===== src/verilog/eg_consts.svh =====
`ifndef EG_CONSTS_SVH
`define EG_CONSTS_SVH

// slot sequencing
`define EG_SLOTS   24 // operator slots per round
`define EG_SLOT_W  5  // slot index
`define EG_W       10 // attenuation, 1 lsb is about 0.094 dB
`define EG_CNT_W   15 // global envelope counter

// register fields
`define EG_DATA_W  8  // write data bus
`define EG_RATE_W  5  // ar, d1r, d2r
`define EG_RR_W    4  // rr and d1l
`define EG_TL_W    7  // total level
`define EG_KS_W    2  // key scale
`define EG_KC_W    5  // keycode

`endif


===== src/verilog/eg_pkg.sv =====
`default_nettype none

package eg_pkg;

	//////////////////////////////////////////////////
	// envelope phase of one slot
	//////////////////////////////////////////////////

	// release is the idle phase after reset
	typedef enum logic [2:0] {
		eg_attack  = 3'd0, // level falls towards 0
		eg_decay1  = 3'd1, // rises until sustain level
		eg_decay2  = 3'd2, // sustain rate, no end point
		eg_release = 3'd3  // rises to silence
	} eg_state_t;

	//////////////////////////////////////////////////
	// write opcodes
	//////////////////////////////////////////////////

	// field layout within wr_data
	typedef enum logic [2:0] {
		op_ar     = 3'd0, // [4:0] attack rate
		op_d1r    = 3'd1, // [4:0] decay rate
		op_d2r    = 3'd2, // [4:0] sustain rate
		op_rr_d1l = 3'd3, // [3:0] release rate, [7:4] sustain level
		op_tl     = 3'd4, // [6:0] total level
		op_ks_kc  = 3'd5, // [7:6] key scale, [4:0] keycode
		op_key    = 3'd6  // [0] key on
	} eg_op_t;

endpackage

`default_nettype wire


===== src/verilog/eg_core.sv =====
`default_nettype none
`timescale 1ns/1ps
`include "eg_consts.svh"

module eg_core (
	input  wire                   clk,
	input  wire                   rst,
	input  wire                   keyon,     // stage one
	input  wire                   keyoff,
	input  wire [`EG_RATE_W-1:0]  arate,
	input  wire [`EG_RATE_W-1:0]  rate1,
	input  wire [`EG_RATE_W-1:0]  rate2,
	input  wire [`EG_RR_W-1:0]    rrate,
	input  wire [`EG_RR_W-1:0]    d1l,
	input  wire [`EG_TL_W-1:0]    tl,
	output eg_pkg::eg_state_t     state_sel, // stage two
	output logic [`EG_RATE_W-1:0] cfg_sel,
	input  wire [5:0]             rate,      // stage three
	input  wire                   step,
	input  wire                   sum_up,
	output logic [`EG_W-1:0]      eg_out,    // stage five
	output logic                  eg_out_valid
);

	import eg_pkg::*;

	localparam int ring_len = `EG_SLOTS - 3; // three pipe regs close the round
	localparam int ring_w   = 3 + `EG_W;     // state and attenuation

	logic [ring_w-1:0]     ring_din, ring_dout, ring_q;
	logic [`EG_SLOT_W-1:0] fill_cnt;  // clocks since reset
	logic                  fill_done; // ring holds real data
	eg_state_t             prev_state, next_state, state_3, state_4;
	logic [`EG_W-1:0]      prev_att, att_2, att_3, att_4, att_next;
	logic [`EG_RR_W:0]     d1level;
	logic [`EG_RATE_W-1:0] next_cfg;
	logic                  ar_max_2, ar_max_3; // attack rate 31
	logic [`EG_TL_W-1:0]   tl_2, tl_3, tl_4;
	logic [8:0]            ar_sum0;
	logic [`EG_W-1:0]      ar_sum, ar_result;
	logic [3:0]            inc;
	logic [`EG_W:0]        dec_sum, out_sum; // carry bit for saturation
	logic [4:0]            vld;

	//////////////////////////////////////////////////
	// ring readout, idle values until first fill
	//////////////////////////////////////////////////
	always_ff @(posedge clk) begin
		if (rst)
			fill_cnt <= '0;
		else if (!fill_done)
			fill_cnt <= fill_cnt + 1'b1;
	end

	assign fill_done  = (fill_cnt == `EG_SLOT_W'(ring_len));
	assign ring_q     = fill_done ? ring_dout : {eg_release, {`EG_W{1'b1}}};
	assign prev_state = eg_state_t'(ring_q[ring_w-1 -: 3]);
	assign prev_att   = ring_q[`EG_W-1:0];

	//////////////////////////////////////////////////
	// stage one, state decision
	//////////////////////////////////////////////////
	always_comb begin
		d1level    = (d1l == '1) ? 5'h10 : {1'b0, d1l}; // 15 means 48 dB
		next_state = prev_state;
		next_cfg   = rate2;
		if (keyoff) begin
			next_state = eg_release;
			next_cfg   = {rrate, 1'b1};
		end else if (keyon && prev_state == eg_release) begin
			next_state = eg_attack;
			next_cfg   = arate;
		end else begin
			case (prev_state)
				eg_attack: begin
					if (prev_att == '0) begin
						next_state = eg_decay1; // peak reached
						next_cfg   = rate1;
					end else begin
						next_cfg = arate;
					end
				end
				eg_decay1: begin
					if (prev_att[`EG_W-1 -: 5] >= d1level) begin
						next_state = eg_decay2; // sustain level hit
						next_cfg   = rate2;
					end else begin
						next_cfg = rate1;
					end
				end
				eg_decay2: next_cfg = rate2;
				default: begin
					next_state = eg_release;
					next_cfg   = {rrate, 1'b1};
				end
			endcase
		end
	end

	always_ff @(posedge clk) begin
		if (rst) begin
			state_sel <= eg_release;
			cfg_sel   <= '0;
			att_2     <= '1;
			state_3   <= eg_release;
			att_3     <= '1;
		end else begin
			state_sel <= next_state;
			cfg_sel   <= next_cfg;
			att_2     <= prev_att;
			state_3   <= state_sel; // stage two to three
			att_3     <= att_2;
		end
	end

	// side band, lined up with the slot
	always_ff @(posedge clk) begin
		ar_max_2 <= (arate == '1);
		ar_max_3 <= ar_max_2;
		tl_2     <= tl;
		tl_3     <= tl_2;
		tl_4     <= tl_3;
	end

	//////////////////////////////////////////////////
	// stage three, attenuation update
	//////////////////////////////////////////////////
	always_comb begin
		case (rate[5:2])
			4'd13: ar_sum0 = 9'(att_3[`EG_W-1:3]) + 9'd1;
			4'd14, 4'd15: ar_sum0 = 9'(att_3[`EG_W-1:2]) + 9'd1;
			default: ar_sum0 = 9'(att_3[`EG_W-1:4]) + 9'd1; // att/16 + 1
		endcase
		if (rate[5:4] == 2'b11)
			ar_sum = step ? {ar_sum0, 1'b0} : {1'b0, ar_sum0};
		else
			ar_sum = step ? {1'b0, ar_sum0} : '0;
		ar_result = (ar_sum < att_3) ? att_3 - ar_sum : '0; // no wrap below 0
	end

	// linear step for decay and release
	always_comb begin
		case (rate[5:2])
			4'd12: inc = step ? 4'd2 : 4'd1;
			4'd13: inc = step ? 4'd4 : 4'd2;
			4'd14: inc = step ? 4'd8 : 4'd4;
			4'd15: inc = 4'd8;
			default: inc = {3'd0, step};
		endcase
		dec_sum = {1'b0, att_3} + {{(`EG_W - 3){1'b0}}, inc};
	end

	always_comb begin
		att_next = att_3; // hold by default
		if (state_3 == eg_attack) begin
			if (ar_max_3)
				att_next = '0; // instant attack
			else if (sum_up && att_3 != '0)
				att_next = ar_result;
		end else if (sum_up) begin
			att_next = dec_sum[`EG_W] ? '1 : dec_sum[`EG_W-1:0];
		end
	end

	always_ff @(posedge clk) begin
		if (rst) begin
			state_4 <= eg_release;
			att_4   <= '1; // silent
		end else begin
			state_4 <= state_3;
			att_4   <= att_next;
		end
	end

	assign ring_din = {state_4, att_4};

	eg_slot_ring #(
		.width  (ring_w),
		.stages (ring_len)
	) u_state_ring (
		.clk  (clk),
		.din  (ring_din),
		.dout (ring_dout)
	);

	//////////////////////////////////////////////////
	// stage four, total level and saturation
	//////////////////////////////////////////////////
	assign out_sum = {1'b0, att_4} + {1'b0, tl_4, 3'b000}; // tl in 0.75 dB units

	always_ff @(posedge clk) begin
		eg_out <= out_sum[`EG_W] ? '1 : out_sum[`EG_W-1:0];
	end

	// valid once slot 0 has crossed all five stages
	always_ff @(posedge clk) begin
		if (rst)
			vld <= '0;
		else
			vld <= {vld[3:0], 1'b1};
	end

	assign eg_out_valid = vld[4];

endmodule

`default_nettype wire


===== src/verilog/eg_rate.sv =====
`default_nettype none
`timescale 1ns/1ps
`include "eg_consts.svh"

module eg_rate (
	input  wire                   clk,
	input  wire                   rst,
	input  var  eg_pkg::eg_state_t state,   // stage two
	input  wire [`EG_RATE_W-1:0]  cfg,      // stage two
	input  wire [`EG_KS_W-1:0]    ks,       // stage one
	input  wire [`EG_KC_W-1:0]    keycode,  // stage one
	input  wire [`EG_CNT_W-1:0]   eg_cnt,
	output logic [5:0]            rate,     // stage three
	output logic                  step,
	output logic                  sum_up
);

	import eg_pkg::*;

	eg_state_t             state_d;  // lined up with rate
	logic [`EG_KS_W-1:0]   ks_d;
	logic [`EG_KC_W-1:0]   kc_d;
	logic [`EG_KC_W-1:0]   kc_shift; // keycode after key scale
	logic [6:0]            pre_rate;
	logic [3:0]            cnt_sh;
	logic [2:0]            cnt_sel;  // counter window
	logic [7:0]            step_idx;
	logic                  cnt_last; // window lsb at last visit

	//////////////////////////////////////////////////
	// stage two, key scaled rate
	//////////////////////////////////////////////////
	always_ff @(posedge clk) begin
		ks_d <= ks;
		kc_d <= keycode;
	end

	assign kc_shift = kc_d >> (2'd3 - ks_d);

	always_comb begin
		if (cfg == '0)
			pre_rate = '0; // rate 0 stays 0 regardless of keycode
		else
			pre_rate = {1'b0, cfg, 1'b0} + {2'b00, kc_shift};
	end

	always_ff @(posedge clk) begin
		if (rst) begin
			rate    <= '0;
			state_d <= eg_release;
		end else begin
			rate    <= pre_rate[6] ? 6'd63 : pre_rate[5:0]; // clamp
			state_d <= state;
		end
	end

	//////////////////////////////////////////////////
	// stage three, counter window and step pattern
	//////////////////////////////////////////////////
	always_comb begin
		if (state_d == eg_attack)
			cnt_sh = (rate[5:2] > 4'd10) ? 4'd0 : 4'd11 - rate[5:2]; // attack one bit faster
		else
			cnt_sh = (rate[5:2] > 4'd11) ? 4'd0 : 4'd12 - rate[5:2];
	end

	assign cnt_sel = 3'(eg_cnt >> cnt_sh);

	always_comb begin
		if (rate[5:4] == 2'b11) begin
			if (rate[5:2] == 4'hf && state_d == eg_attack)
				step_idx = 8'b11111111; // fastest attack
			else
				case (rate[1:0])
					2'd0: step_idx = 8'b00000000;
					2'd1: step_idx = 8'b10001000;
					2'd2: step_idx = 8'b10101010;
					default: step_idx = 8'b11101110;
				endcase
		end else begin
			if (rate[5:2] == 4'd0 && state_d != eg_attack)
				step_idx = 8'b11111110; // slowest decay limit
			else
				case (rate[1:0])
					2'd0: step_idx = 8'b10101010;
					2'd1: step_idx = 8'b11101010;
					2'd2: step_idx = 8'b11101110;
					default: step_idx = 8'b11111110;
				endcase
		end
	end

	assign step = (rate == '0) ? 1'b0 : step_idx[cnt_sel]; // rate 0 holds

	// window lsb of each slot, one round back
	eg_slot_ring #(
		.width  (1),
		.stages (`EG_SLOTS)
	) u_cnt_ring (
		.clk  (clk),
		.din  (cnt_sel[0]),
		.dout (cnt_last)
	);

	assign sum_up = (cnt_sel[0] != cnt_last);

endmodule

`default_nettype wire


===== src/verilog/eg_regs.sv =====
`default_nettype none
`timescale 1ns/1ps
`include "eg_consts.svh"

module eg_regs (
	input  wire                   clk,
	input  wire                   rst,
	input  wire                   wr,      // one cycle write strobe
	input  wire [`EG_SLOT_W-1:0]  wr_slot,
	input  var  eg_pkg::eg_op_t   wr_op,
	input  wire [`EG_DATA_W-1:0]  wr_data,
	input  wire [`EG_SLOT_W-1:0]  slot,    // slot to read out
	output logic [`EG_RATE_W-1:0] arate,
	output logic [`EG_RATE_W-1:0] rate1,
	output logic [`EG_RATE_W-1:0] rate2,
	output logic [`EG_RR_W-1:0]   rrate,
	output logic [`EG_RR_W-1:0]   d1l,
	output logic [`EG_TL_W-1:0]   tl,
	output logic [`EG_KS_W-1:0]   ks,
	output logic [`EG_KC_W-1:0]   keycode,
	output logic                  keyon,   // key 0 to 1 since last visit
	output logic                  keyoff   // key 1 to 0 since last visit
);

	import eg_pkg::*;

	// one entry per slot
	logic [`EG_RATE_W-1:0] ar_mem  [`EG_SLOTS];
	logic [`EG_RATE_W-1:0] d1r_mem [`EG_SLOTS];
	logic [`EG_RATE_W-1:0] d2r_mem [`EG_SLOTS];
	logic [`EG_RR_W-1:0]   rr_mem  [`EG_SLOTS];
	logic [`EG_RR_W-1:0]   d1l_mem [`EG_SLOTS];
	logic [`EG_TL_W-1:0]   tl_mem  [`EG_SLOTS];
	logic [`EG_KS_W-1:0]   ks_mem  [`EG_SLOTS];
	logic [`EG_KC_W-1:0]   kc_mem  [`EG_SLOTS];
	logic [`EG_SLOTS-1:0]  key_mem;  // key bit as written
	logic [`EG_SLOTS-1:0]  last_key; // key bit seen at last visit

	//////////////////////////////////////////////////
	// write side
	//////////////////////////////////////////////////
	always_ff @(posedge clk) begin
		if (rst) begin
			for (int i = 0; i < `EG_SLOTS; i++) begin
				ar_mem[i]  <= '0;
				d1r_mem[i] <= '0;
				d2r_mem[i] <= '0;
				rr_mem[i]  <= '0;
				d1l_mem[i] <= '0;
				tl_mem[i]  <= '0;
				ks_mem[i]  <= '0;
				kc_mem[i]  <= '0;
			end
			key_mem <= '0; // all keys off
		end else if (wr) begin
			case (wr_op)
				op_ar:  ar_mem[wr_slot]  <= wr_data[`EG_RATE_W-1:0];
				op_d1r: d1r_mem[wr_slot] <= wr_data[`EG_RATE_W-1:0];
				op_d2r: d2r_mem[wr_slot] <= wr_data[`EG_RATE_W-1:0];
				op_rr_d1l: begin
					rr_mem[wr_slot]  <= wr_data[`EG_RR_W-1:0];
					d1l_mem[wr_slot] <= wr_data[`EG_DATA_W-1 -: `EG_RR_W]; // high nibble
				end
				op_tl: tl_mem[wr_slot] <= wr_data[`EG_TL_W-1:0];
				op_ks_kc: begin
					ks_mem[wr_slot] <= wr_data[`EG_DATA_W-1 -: `EG_KS_W]; // top bits
					kc_mem[wr_slot] <= wr_data[`EG_KC_W-1:0];
				end
				op_key: key_mem[wr_slot] <= wr_data[0];
				default: ; // unused opcode, ignored
			endcase
		end
	end

	//////////////////////////////////////////////////
	// read side, fields valid one clock after slot
	//////////////////////////////////////////////////
	always_ff @(posedge clk) begin
		arate   <= ar_mem[slot];
		rate1   <= d1r_mem[slot];
		rate2   <= d2r_mem[slot];
		rrate   <= rr_mem[slot];
		d1l     <= d1l_mem[slot];
		tl      <= tl_mem[slot];
		ks      <= ks_mem[slot];
		keycode <= kc_mem[slot];
	end

	// key edges, one pulse per change at the slot's visit
	always_ff @(posedge clk) begin
		if (rst) begin
			keyon    <= 1'b0;
			keyoff   <= 1'b0;
			last_key <= '0;
		end else begin
			keyon          <= key_mem[slot] & ~last_key[slot];
			keyoff         <= ~key_mem[slot] & last_key[slot];
			last_key[slot] <= key_mem[slot]; // edge consumed
		end
	end

endmodule

`default_nettype wire


===== src/verilog/eg_slot_ring.sv =====
`default_nettype none
`timescale 1ns/1ps

module eg_slot_ring #(
	parameter int width  = 1,
	parameter int stages = 24  // at least 2
) (
	input  wire              clk,
	input  wire [width-1:0]  din,
	output logic [width-1:0] dout  // din from stages clocks back
);

	//////////////////////////////////////////////////
	// plain shift chain, no enable
	//////////////////////////////////////////////////
	logic [stages-1:0][width-1:0] sh;

	always_ff @(posedge clk) begin
		sh <= {sh[stages-2:0], din}; // shift one slot per clock
	end

	assign dout = sh[stages-1];

endmodule

`default_nettype wire


===== src/verilog/eg_timer.sv =====
`default_nettype none
`timescale 1ns/1ps
`include "eg_consts.svh"

module eg_timer (
	input  wire                   clk,
	input  wire                   rst,
	output logic [`EG_SLOT_W-1:0] slot,   // slot entering stage one
	output logic                  zero,   // first slot of the round
	output logic [`EG_CNT_W-1:0]  eg_cnt
);

	localparam logic [`EG_SLOT_W-1:0] last_slot = `EG_SLOT_W'(`EG_SLOTS - 1);

	logic [1:0] cnt_base; // rounds since last eg_cnt tick

	assign zero = (slot == '0);

	// round robin over all slots
	always_ff @(posedge clk) begin
		if (rst) begin
			slot <= '0;
		end else if (slot == last_slot) begin
			slot <= '0; // wrap
		end else begin
			slot <= slot + 1'b1;
		end
	end

	//////////////////////////////////////////////////
	// envelope counter, one tick per three rounds
	//////////////////////////////////////////////////
	always_ff @(posedge clk) begin
		if (rst) begin
			cnt_base <= '0;
			eg_cnt   <= '0;
		end else if (zero) begin
			if (cnt_base == 2'd2) begin
				cnt_base <= '0;
				eg_cnt   <= eg_cnt + 1'b1; // every 72 clocks
			end else begin
				cnt_base <= cnt_base + 1'b1;
			end
		end
	end

endmodule

`default_nettype wire


===== src/verilog/eg_top.sv =====
`default_nettype none
`timescale 1ns/1ps
`include "eg_consts.svh"

module eg_top (
	input  wire                   clk,
	input  wire                   rst,
	input  wire                   wr,
	input  wire [`EG_SLOT_W-1:0]  wr_slot,
	input  var  eg_pkg::eg_op_t   wr_op,
	input  wire [`EG_DATA_W-1:0]  wr_data,
	output logic [`EG_W-1:0]      eg_out,
	output logic [`EG_SLOT_W-1:0] eg_out_slot, // slot of eg_out
	output logic                  eg_out_valid
);

	import eg_pkg::*;

	logic [`EG_SLOT_W-1:0]        slot;
	logic [`EG_CNT_W-1:0]         eg_cnt;
	logic [`EG_RATE_W-1:0]        arate, rate1, rate2, cfg_sel;
	logic [`EG_RR_W-1:0]          rrate, d1l;
	logic [`EG_TL_W-1:0]          tl;
	logic [`EG_KS_W-1:0]          ks;
	logic [`EG_KC_W-1:0]          keycode;
	logic                         keyon, keyoff, step, sum_up;
	logic [5:0]                   rate;
	eg_state_t                    state_sel;
	logic [4:0][`EG_SLOT_W-1:0]   slot_dly; // matches the five stages

	//////////////////////////////////////////////////
	// slot sequencing and register file
	//////////////////////////////////////////////////
	eg_timer u_timer (
		.clk (clk), .rst (rst),
		.slot (slot), .zero (), // round start not needed here
		.eg_cnt (eg_cnt)
	);

	eg_regs u_regs (
		.clk (clk), .rst (rst),
		.wr (wr), .wr_slot (wr_slot), .wr_op (wr_op), .wr_data (wr_data),
		.slot (slot),
		.arate (arate), .rate1 (rate1), .rate2 (rate2), .rrate (rrate),
		.d1l (d1l), .tl (tl), .ks (ks), .keycode (keycode),
		.keyon (keyon), .keyoff (keyoff)
	);

	//////////////////////////////////////////////////
	// rate unit and envelope core
	//////////////////////////////////////////////////
	eg_rate u_rate (
		.clk (clk), .rst (rst),
		.state (state_sel), .cfg (cfg_sel), .ks (ks), .keycode (keycode),
		.eg_cnt (eg_cnt),
		.rate (rate), .step (step), .sum_up (sum_up)
	);

	eg_core u_core (
		.clk (clk), .rst (rst),
		.keyon (keyon), .keyoff (keyoff),
		.arate (arate), .rate1 (rate1), .rate2 (rate2), .rrate (rrate),
		.d1l (d1l), .tl (tl),
		.state_sel (state_sel), .cfg_sel (cfg_sel),
		.rate (rate), .step (step), .sum_up (sum_up),
		.eg_out (eg_out), .eg_out_valid (eg_out_valid)
	);

	// slot index delay
	always_ff @(posedge clk) begin
		slot_dly <= {slot_dly[3:0], slot};
	end

	assign eg_out_slot = slot_dly[4];

endmodule

`default_nettype wire

===== config.mk =====
export PLATFORM = sky130hd
export DESIGN_NAME = eg_top
export DESIGN_NICKNAME = d
export VERILOG_FILES = /design/src/verilog/eg_pkg.sv /design/src/verilog/eg_core.sv /design/src/verilog/eg_rate.sv /design/src/verilog/eg_regs.sv /design/src/verilog/eg_slot_ring.sv /design/src/verilog/eg_timer.sv /design/src/verilog/eg_top.sv
export VERILOG_INCLUDE_DIRS = /design/src /design/src/verilog
export SDC_FILE = /design/constraint.sdc
export NUM_CORES = 2
export LEC_CHECK = 0
export ABC_AREA = 1
export CAP_MARGIN = 25
export CORE_ASPECT_RATIO = 0.8
export CORE_MARGIN = 2
export CORE_UTILIZATION = 40
export DETAILED_ROUTE_END_ITERATION = 8
export DONT_BUFFER_PORTS = 1
export PLACE_DENSITY = 0.51
export SLEW_MARGIN = 15
export SYNTH_ARGS = -nofsm -noshare
export SYNTH_HDL_FRONTEND = slang
export SYNTH_SLANG_ARGS = --single-unit

===== constraint.sdc =====
create_clock -name clk -period 10.3 [get_ports clk]
set_input_delay 2.06 -clock clk [delete_from_list [all_inputs] [get_ports clk]]
set_output_delay 2.06 -clock clk [all_outputs]
set_load 0.02 [all_outputs]

* Word-level counts from Yosys, hierarchy flattened
Memory sizes are Yosys's and may differ from the RTL's. A register that Yosys moved wholly into a read port is not among the register bits. Index checks and enable logic that the tools add are counted.
Operators by class: $add $sub $neg 14, $mul 0, divide/modulo/power cells 0, $lt $le $gt $ge 9, equal/unequal tests 22, shifts and indexed selects 2, mux-type cells 100, bitwise operators 4, reductions and logical operators 31
Operator list (number):
- 5-bit two-way mux | 17
- 10-bit two-way mux | 8
- 24-bit bitwise mux | 2
- 1-bit two-way mux | 41
- 4-bit two-way mux | 6
- 8-bit two-way mux | 3
- 8-bit case mux with 3 select lines | 1
- 7-bit case mux with 3 select lines | 1
- 4-bit equality test (second input constant) | 5
- 5-bit OR reduction | 4
- 9-bit case mux with 2 select lines | 1
- 4-bit case mux with 4 select lines | 1
- 15-bit by 1-bit adder with 15-bit output (second input constant) | 1
- 5-bit equality test (second input constant) | 3
- 5-bit case mux with 3 select lines | 1
- 15-bit by 4-bit right shift with 3-bit output | 1
- 7-bit two-way mux | 2
- 13-bit two-way mux | 1
- 3-bit by 2-bit equality test with 1-bit output (second input constant) | 4
- 5-bit by 6-bit less-than comparator with 1-bit output (second input constant) | 2
- 10-bit by 10-bit adder with 11-bit output | 1
- 10-bit by 4-bit adder with 11-bit output | 1
- 5-bit by 1-bit adder with 5-bit output (second input constant) | 2
- 1-bit binary-select mux with 5-bit select | 2
- 42 further kinds | 71
Word-level totals: register bits after elaboration 494, latch bits 0, memory bits (writable) 888, bits in read-only memories 0, input bits 19, output and inout bits 16, memories kept 8
Memories:
- u_regs.tl_mem | words 24, width 7, rd ports 1, clocked after Yosys merged registers in 1, write ports 24, line eg_regs.sv:33 | logic [`EG_TL_W-1:0] tl_mem [`EG_SLOTS];
- u_regs.ar_mem | words 24, width 5, rd ports 1, clocked after Yosys merged registers in 1, write ports 24, line eg_regs.sv:28 | logic [`EG_RATE_W-1:0] ar_mem [`EG_SLOTS];
- u_regs.d1r_mem | words 24, width 5, rd ports 1, clocked after Yosys merged registers in 1, write ports 24, line eg_regs.sv:29 | logic [`EG_RATE_W-1:0] d1r_mem [`EG_SLOTS];
- u_regs.d2r_mem | words 24, width 5, rd ports 1, clocked after Yosys merged registers in 1, write ports 24, line eg_regs.sv:30 | logic [`EG_RATE_W-1:0] d2r_mem [`EG_SLOTS];
- u_regs.kc_mem | words 24, width 5, rd ports 1, clocked after Yosys merged registers in 1, write ports 24, line eg_regs.sv:35 | logic [`EG_KC_W-1:0] kc_mem [`EG_SLOTS];
- u_regs.d1l_mem | words 24, width 4, rd ports 1, clocked after Yosys merged registers in 1, write ports 24, line eg_regs.sv:32 | logic [`EG_RR_W-1:0] d1l_mem [`EG_SLOTS];
- +2 memories

* Longest topological paths before layout
depth in word-level cells 14, depth in mapped cells 36, gate-level depth less buffers 35

* Modules after synthesis
From an unflattened synthesis, not the netlist that was laid out.
Unflattened totals: cells, all modules 6500, area, all modules 67757.5 µm²
By module, submodules not included:
- eg_regs | instances 1, cells an instance 5096, area an instance 53721.5 µm², sequential area each 37295.8 µm²
- eg_slot_ring at u_core.u_state_ring | instances 1, cells an instance 286, area an instance 5562.8 µm², sequential area each 5465.2 µm²
- eg_core | instances 1, cells an instance 660, area an instance 4775.8 µm², sequential area each 1741.7 µm²
- eg_rate | instances 1, cells an instance 243, area an instance 1541.5 µm², sequential area each 320.3 µm²
- eg_timer | instances 1, cells an instance 161, area an instance 1137.3 µm², sequential area each 440.4 µm²
- eg_top | instances 1, cells an instance 30, area an instance 538.0 µm², sequential area each 500.5 µm²
- eg_slot_ring at u_rate.u_cnt_ring | instances 1, cells an instance 24, area an instance 480.5 µm², sequential area each 480.5 µm²

* Worst setup path after synthesis
OpenSTA, ideal clock, no wires.
kind reg2reg, start reg u_rate.rate[2], end reg u_core.att_4[7], setup time 0.060 ns, arrival time 4.075 ns, required time 10.240 ns, setup slack 6.165 ns, cell stages (with the launch flop) 37, path buffers 2, clock period less this slack 4.135 ns, cell sequence dfxtp_1 -> inv_1 -> ha_1 -> inv_1 -> nand2_1 -> nand3_1 -> nand2_1 -> nand2_2 -> buf_4 -> nor2_2 -> nand3_1 -> nand2_1 -> nor2_1 -> nand2_1 -> nand3_1 -> nand3_1 -> nand3_4 -> nand3_4 -> buf_6 -> nand2_1 -> nand2_1 -> nor2_1 -> ha_1 -> inv_1 -> fa_1 -> inv_1 -> o31ai_1 -> nand2_1 -> o211ai_1 -> a21oi_1 -> o21bai_1 -> nand2_1 -> inv_1 -> nand2_1 -> o21ai_1 -> o211ai_1 -> nand2_1
Between the ends: word-level cells in the longest chain between the ends 14
Ends and longest elaborated chain:
- start: declaration | line eg_rate.sv:13 | output logic [5:0] rate,
- start signal: assignment | line eg_rate.sv:52 | rate <= pre_rate[6] ? 6'd63 : pre_rate[5:0];
- 4-bit subtractor (tied with other cells) | line eg_rate.sv:64 | cnt_sh = (rate[5:2] > 4'd11) ? 4'd0 : 4'd12 - rate[5:2];
- 4-bit two-way mux (tied with other cells) | line eg_rate.sv:64
- 4-bit two-way mux (tied with other cells) | line eg_rate.sv:61 | if (state_d == eg_attack)
- 15-bit by 4-bit right shift with 3-bit output or 8-bit two-way mux (tied branches) | line eg_rate.sv:67, eg_rate.sv:70
- 1-bit binary-select mux with 3-bit select | line eg_rate.sv:93 | assign step = (rate == '0) ? 1'b0 : step_idx[cnt_sel];
- 1-bit two-way mux (implied by the code) | line eg_rate.sv:93
- 1-bit two-way mux | line eg_rate.sv:93
- 9-bit two-way mux or 10-bit two-way mux (tied branches) | line eg_core.sv:137, eg_core.sv:135
- 10-bit two-way mux | line eg_core.sv:134 | if (rate[5:4] == 2'b11)
- 10-bit subtractor or 10-bit less-than comparator (tied branches) | line eg_core.sv:138 | ar_result = (ar_sum < att_3) ? att_3 - ar_sum : '0;
- 10-bit two-way mux | line eg_core.sv:138
- 10-bit two-way mux | line eg_core.sv:158 | else if (sum_up && att_3 != '0)
- 10-bit two-way mux | line eg_core.sv:156 | if (ar_max_3)
- 10-bit two-way mux * | line eg_core.sv:155 | if (state_3 == eg_attack) begin
- end signal: assignment | line eg_core.sv:171 | att_4 <= att_next;
- end: declaration | line eg_core.sv:34 | logic [`EG_W-1:0] prev_att, att_2, att_3, att_4, att_next;
Every way passes the cells marked *; elsewhere a longest branch is shown, timed or not. The select of a mux whose other input is x is not followed. A chain may end at the register's enable or synchronous reset.

* Worst setup path after layout
start reg u_rate.rate[2], end reg u_core.att_4[1]
The elaborated chain is that of the path after synthesis.

==> impl_metrics.env <==
export IMPL_yosysSeqAreaShare_pct=68.6
export IMPL_p_leak_nw=27.1
export IMPL_fillers=15700
export IMPL_fin_crit_sh_pct=49.6
export IMPL_stdcell_count=8560
export IMPL_cts_sinks=1715
export IMPL_num_vias=47000
export IMPL_ir_worst_vdd_mv=0.168
export IMPL_portBuffers=0
export IMPL_max_stage_delay_ns=0.43
export IMPL_setup_violations=0
export IMPL_finish_utilization_pct=44.9
export IMPL_final_hold_violation_count=0
export IMPL_drt_iter0_drc=5775
export IMPL_gp_congestion=0.909
export IMPL_grt_total_usage_pct=22.5
export IMPL_cp_slowest_cell="o31ai_1"
export IMPL_nets=6242
export IMPL_crit_fanout=23
export IMPL_synth_compound_area_share_pct=11.5
export IMPL_core_um2=167000
export IMPL_grt_antenna_before_repair=5
export IMPL_p_per_area_nw_per_um2=218
export IMPL_final_common_cell="nor2_1"
export IMPL_slew_headroom_pct=18.7
export IMPL_root_buffer="clkbuf_16"
export IMPL_synth_edff_count=1184
export IMPL_synth_top_family_by_area="simple AND/OR/NAND/NOR gates"
export IMPL_async_reset_ff_share_pct=0
export IMPL_clock_latency_ns=0.82
export IMPL_ys_warn_count=0
export IMPL_cts_reportedPaths_clkPinSlew_ns=0.06
export IMPL_start_util_pct=40.3
export IMPL_drv_cap=0
export IMPL_die_area_um2=172000
export IMPL_cp_start_kind="flip-flop"
export IMPL_numCtsBuffers=171
export IMPL_drive_gt1_share_pct=6.52
export IMPL_tightest_slew_ns=1.21
export IMPL_synth_main_ff_cell="edfxtp_1"
export IMPL_rows=134
export IMPL_worstPathRequired_ns=11.05
export IMPL_synth_area_per_cell_um2=10.6
export IMPL_ctsResizeCount=0
export IMPL_grt_pass1_wl_um=293000
export IMPL_syn2layout_area_growth_pct=11.3
export IMPL_h_tree_depth=4
export IMPL_crit_path_frequent_cell="nand2_1"
export IMPL_cts_tree="built"
export IMPL_endpoint_kind="flip-flop"
export IMPL_max_freq_mhz=196
export IMPL_synthesis_nets=6408
export IMPL_io_pins=35
export IMPL_fp_dieH_um=371
export IMPL_antenna_cells=0
export IMPL_grt_pass1_vias=44700
export IMPL_overflow=0
export IMPL_drt_total_wl_um=196000
export IMPL_post_route_drc_count=0
export IMPL_synth_area_um2=67300
export IMPL_hp_class="reg2reg"
export IMPL_die_w_um=463
export IMPL_dp_hpwl_um=118000
export IMPL_synth_seq_cells=1715
export IMPL_via_per_inst=5.49
export IMPL_routedWlPerCell_um=22.9
export IMPL_status="completed"
export IMPL_fin_crit_ns=5.11
export IMPL_rsz0062_at_grt="no"
export IMPL_synthesis_instances=6339
export IMPL_yosys_area_share_adder_pct=0.974
export IMPL_synthXorXnorAreaFrac_pct=0.286
export IMPL_drtPass1Iterations=6
export IMPL_cts_path_max_buffers=3
export IMPL_detail_route_antenna_nets=0
export IMPL_post_cts_buffers=0
export IMPL_synthMuxAreaShare_pct=0.0149
export IMPL_dp_cells=8243
export IMPL_finalSetupTns_ns=0
export IMPL_fin_skew_ns=0.0495
export IMPL_drv_slew=0
export IMPL_grt_max_degree=220
export IMPL_synth_distinct_cells=57
export IMPL_synth_simple_area_share_pct=15.1
export IMPL_critPathKind="reg2reg"
export IMPL_final_cell_mix="nor2_1, edfxtp_1, o21ai_0"
export IMPL_cts_hold_buf=0
export IMPL_cp_arrival_ns=5.86
-- final cells by class --
cell class	count	area [µm²]	area share, %
Multi-Input combinational cell	4020	18900	25.2
Tap cell	2244	2810	3.75
Clock inverter	75	853	1.14
Sequential cell	1715	46200	61.7
Inverter	194	779	1.04
Timing Repair Buffer	71	577	0.770
Clock buffer	241	4860	6.48
-- per-layer routing --
layer | GRT usage, % | vias to the layer above | share of wire (%)
li1 | - | 21700 | -
met1 | 34.4 | 23200 | 47
met2 | 32.4 | 1835 | 42
met3 | 4.58 | 265 | 8.1
met4 | 5.70 | 6 | 2.2
met5 | 0 | - | 0.019
-- path summary, 6_finish.rpt --
path	slack, ns	start	end	cells after the start
worst max-delay path	5.19	u_rate.rate[2]$_SDFF_PP0_	u_core.att_4[1]$_SDFF_PP1_	33
worst min-delay path	0.32	u_core.u_state_ring.sh[203]$_DFF_P_	u_core.u_state_ring.sh[216]$_DFF_P_	0
worst max register to register	5.19	u_rate.rate[2]$_SDFF_PP0_	u_core.att_4[1]$_SDFF_PP1_	33
worst min register to register	0.32	u_core.u_state_ring.sh[203]$_DFF_P_	u_core.u_state_ring.sh[216]$_DFF_P_	0
-- report_power, final --
group	internal, mW	switching, mW
Combinational	0.589	1.46
Sequential	7.80	0.182
Clock	3.53	2.77
-- state kept, by name (all words and copies together) (netlist names), 10 cells and up --
register	cells
slot_dly	20
u_regs.d1l_mem	128
u_regs.kc_mem	160
u_regs.d2r_mem	160
u_regs.d1r_mem	160
u_regs.key_mem	24
u_regs.ks_mem	64
u_core.u_state_ring.sh	260
u_timer.eg_cnt	15
u_core.eg_out	10
u_rate.u_cnt_ring.sh	23
u_core.att_4	10
u_regs.tl_mem	224
u_core.u_state_ring.dout	13
u_regs.ar_mem	160
u_core.att_3	10
u_regs.last_key	24
u_core.att_2	10
u_regs.rr_mem	128
-- worst max-delay path: cells and delay by family, from the launching register on --
kind,cells,cell delay (ns)
compound gates,6,1.25
fa+ha+maj,3,0.73
buf+inv,6,0.77
flops,1,0.40
simple gates,18,1.90
-- through the flow --
step / power (mW) / hold WS [ns] / worst slack [ns] / area [µm²]
2_1_floorplan: 9.49 / 0.310 / 6.17 / 67300
3_3_place_gp: 10.2 / 0.310 / 5.26 / 69200
3_5_place_dp: 10.1 / 0.312 / 5.20 / 69200
4_1_cts: 16.4 / 0.310 / 5.22 / 74900
5_1_grt: 17.0 / 0.322 / 4.47 / 74900
6_report: 16.3 / 0.319 / 5.19 / 74900
-- synthesized netlist by cell type (3+ instances only) --
cell type / n / share of area [%]
fa_1: 4 / 0.12
o211ai_1: 16 / 0.18
a311oi_1: 24 / 0.31
a211oi_1: 37 / 0.41
buf_1: 10 / 0.056
ha_1: 46 / 0.86
a221oi_1: 39 / 0.51
dfxtp_1: 531 / 16
o31ai_1: 5 / 0.056
xnor2_1: 6 / 0.078
o21ai_0: 715 / 5.3
nor2_1: 1681 / 9.4
inv_1: 174 / 0.97
nand3_4: 3 / 0.078
buf_4: 9 / 0.10
clkbuf_1: 380 / 2.1
o2111ai_1: 4 / 0.052
nor3_1: 18 / 0.13
nand2_2: 9 / 0.084
edfxtp_1: 1184 / 53
buf_6: 3 / 0.050
nand2_1: 686 / 3.8
or2_2: 19 / 0.18
a21oi_1: 138 / 1.0
nor4_1: 6 / 0.056
xor2_1: 16 / 0.21
o21a_1: 4 / 0.045
inv_2: 14 / 0.078
a22o_1: 38 / 0.49
nand4_1: 15 / 0.14
nand3_1: 145 / 1.1
o21ai_1: 13 / 0.097
clkinv_1: 5 / 0.028
a31oi_1: 3 / 0.028
nand3b_1: 4 / 0.045
o22ai_1: 304 / 2.8
buf_2: 7 / 0.052
-- kinds of logic after synthesis --
logic type,Yosys count
multiplexers,1
other,1
buffers and inverters,604
flip-flops,1715
AO/OA/AOI/OAI,1350
XOR/XNOR,22
AND/OR/NAND/NOR,2596
adder cells (fa/ha/maj),50
Note: power is estimated with default switching activity, not from simulation.
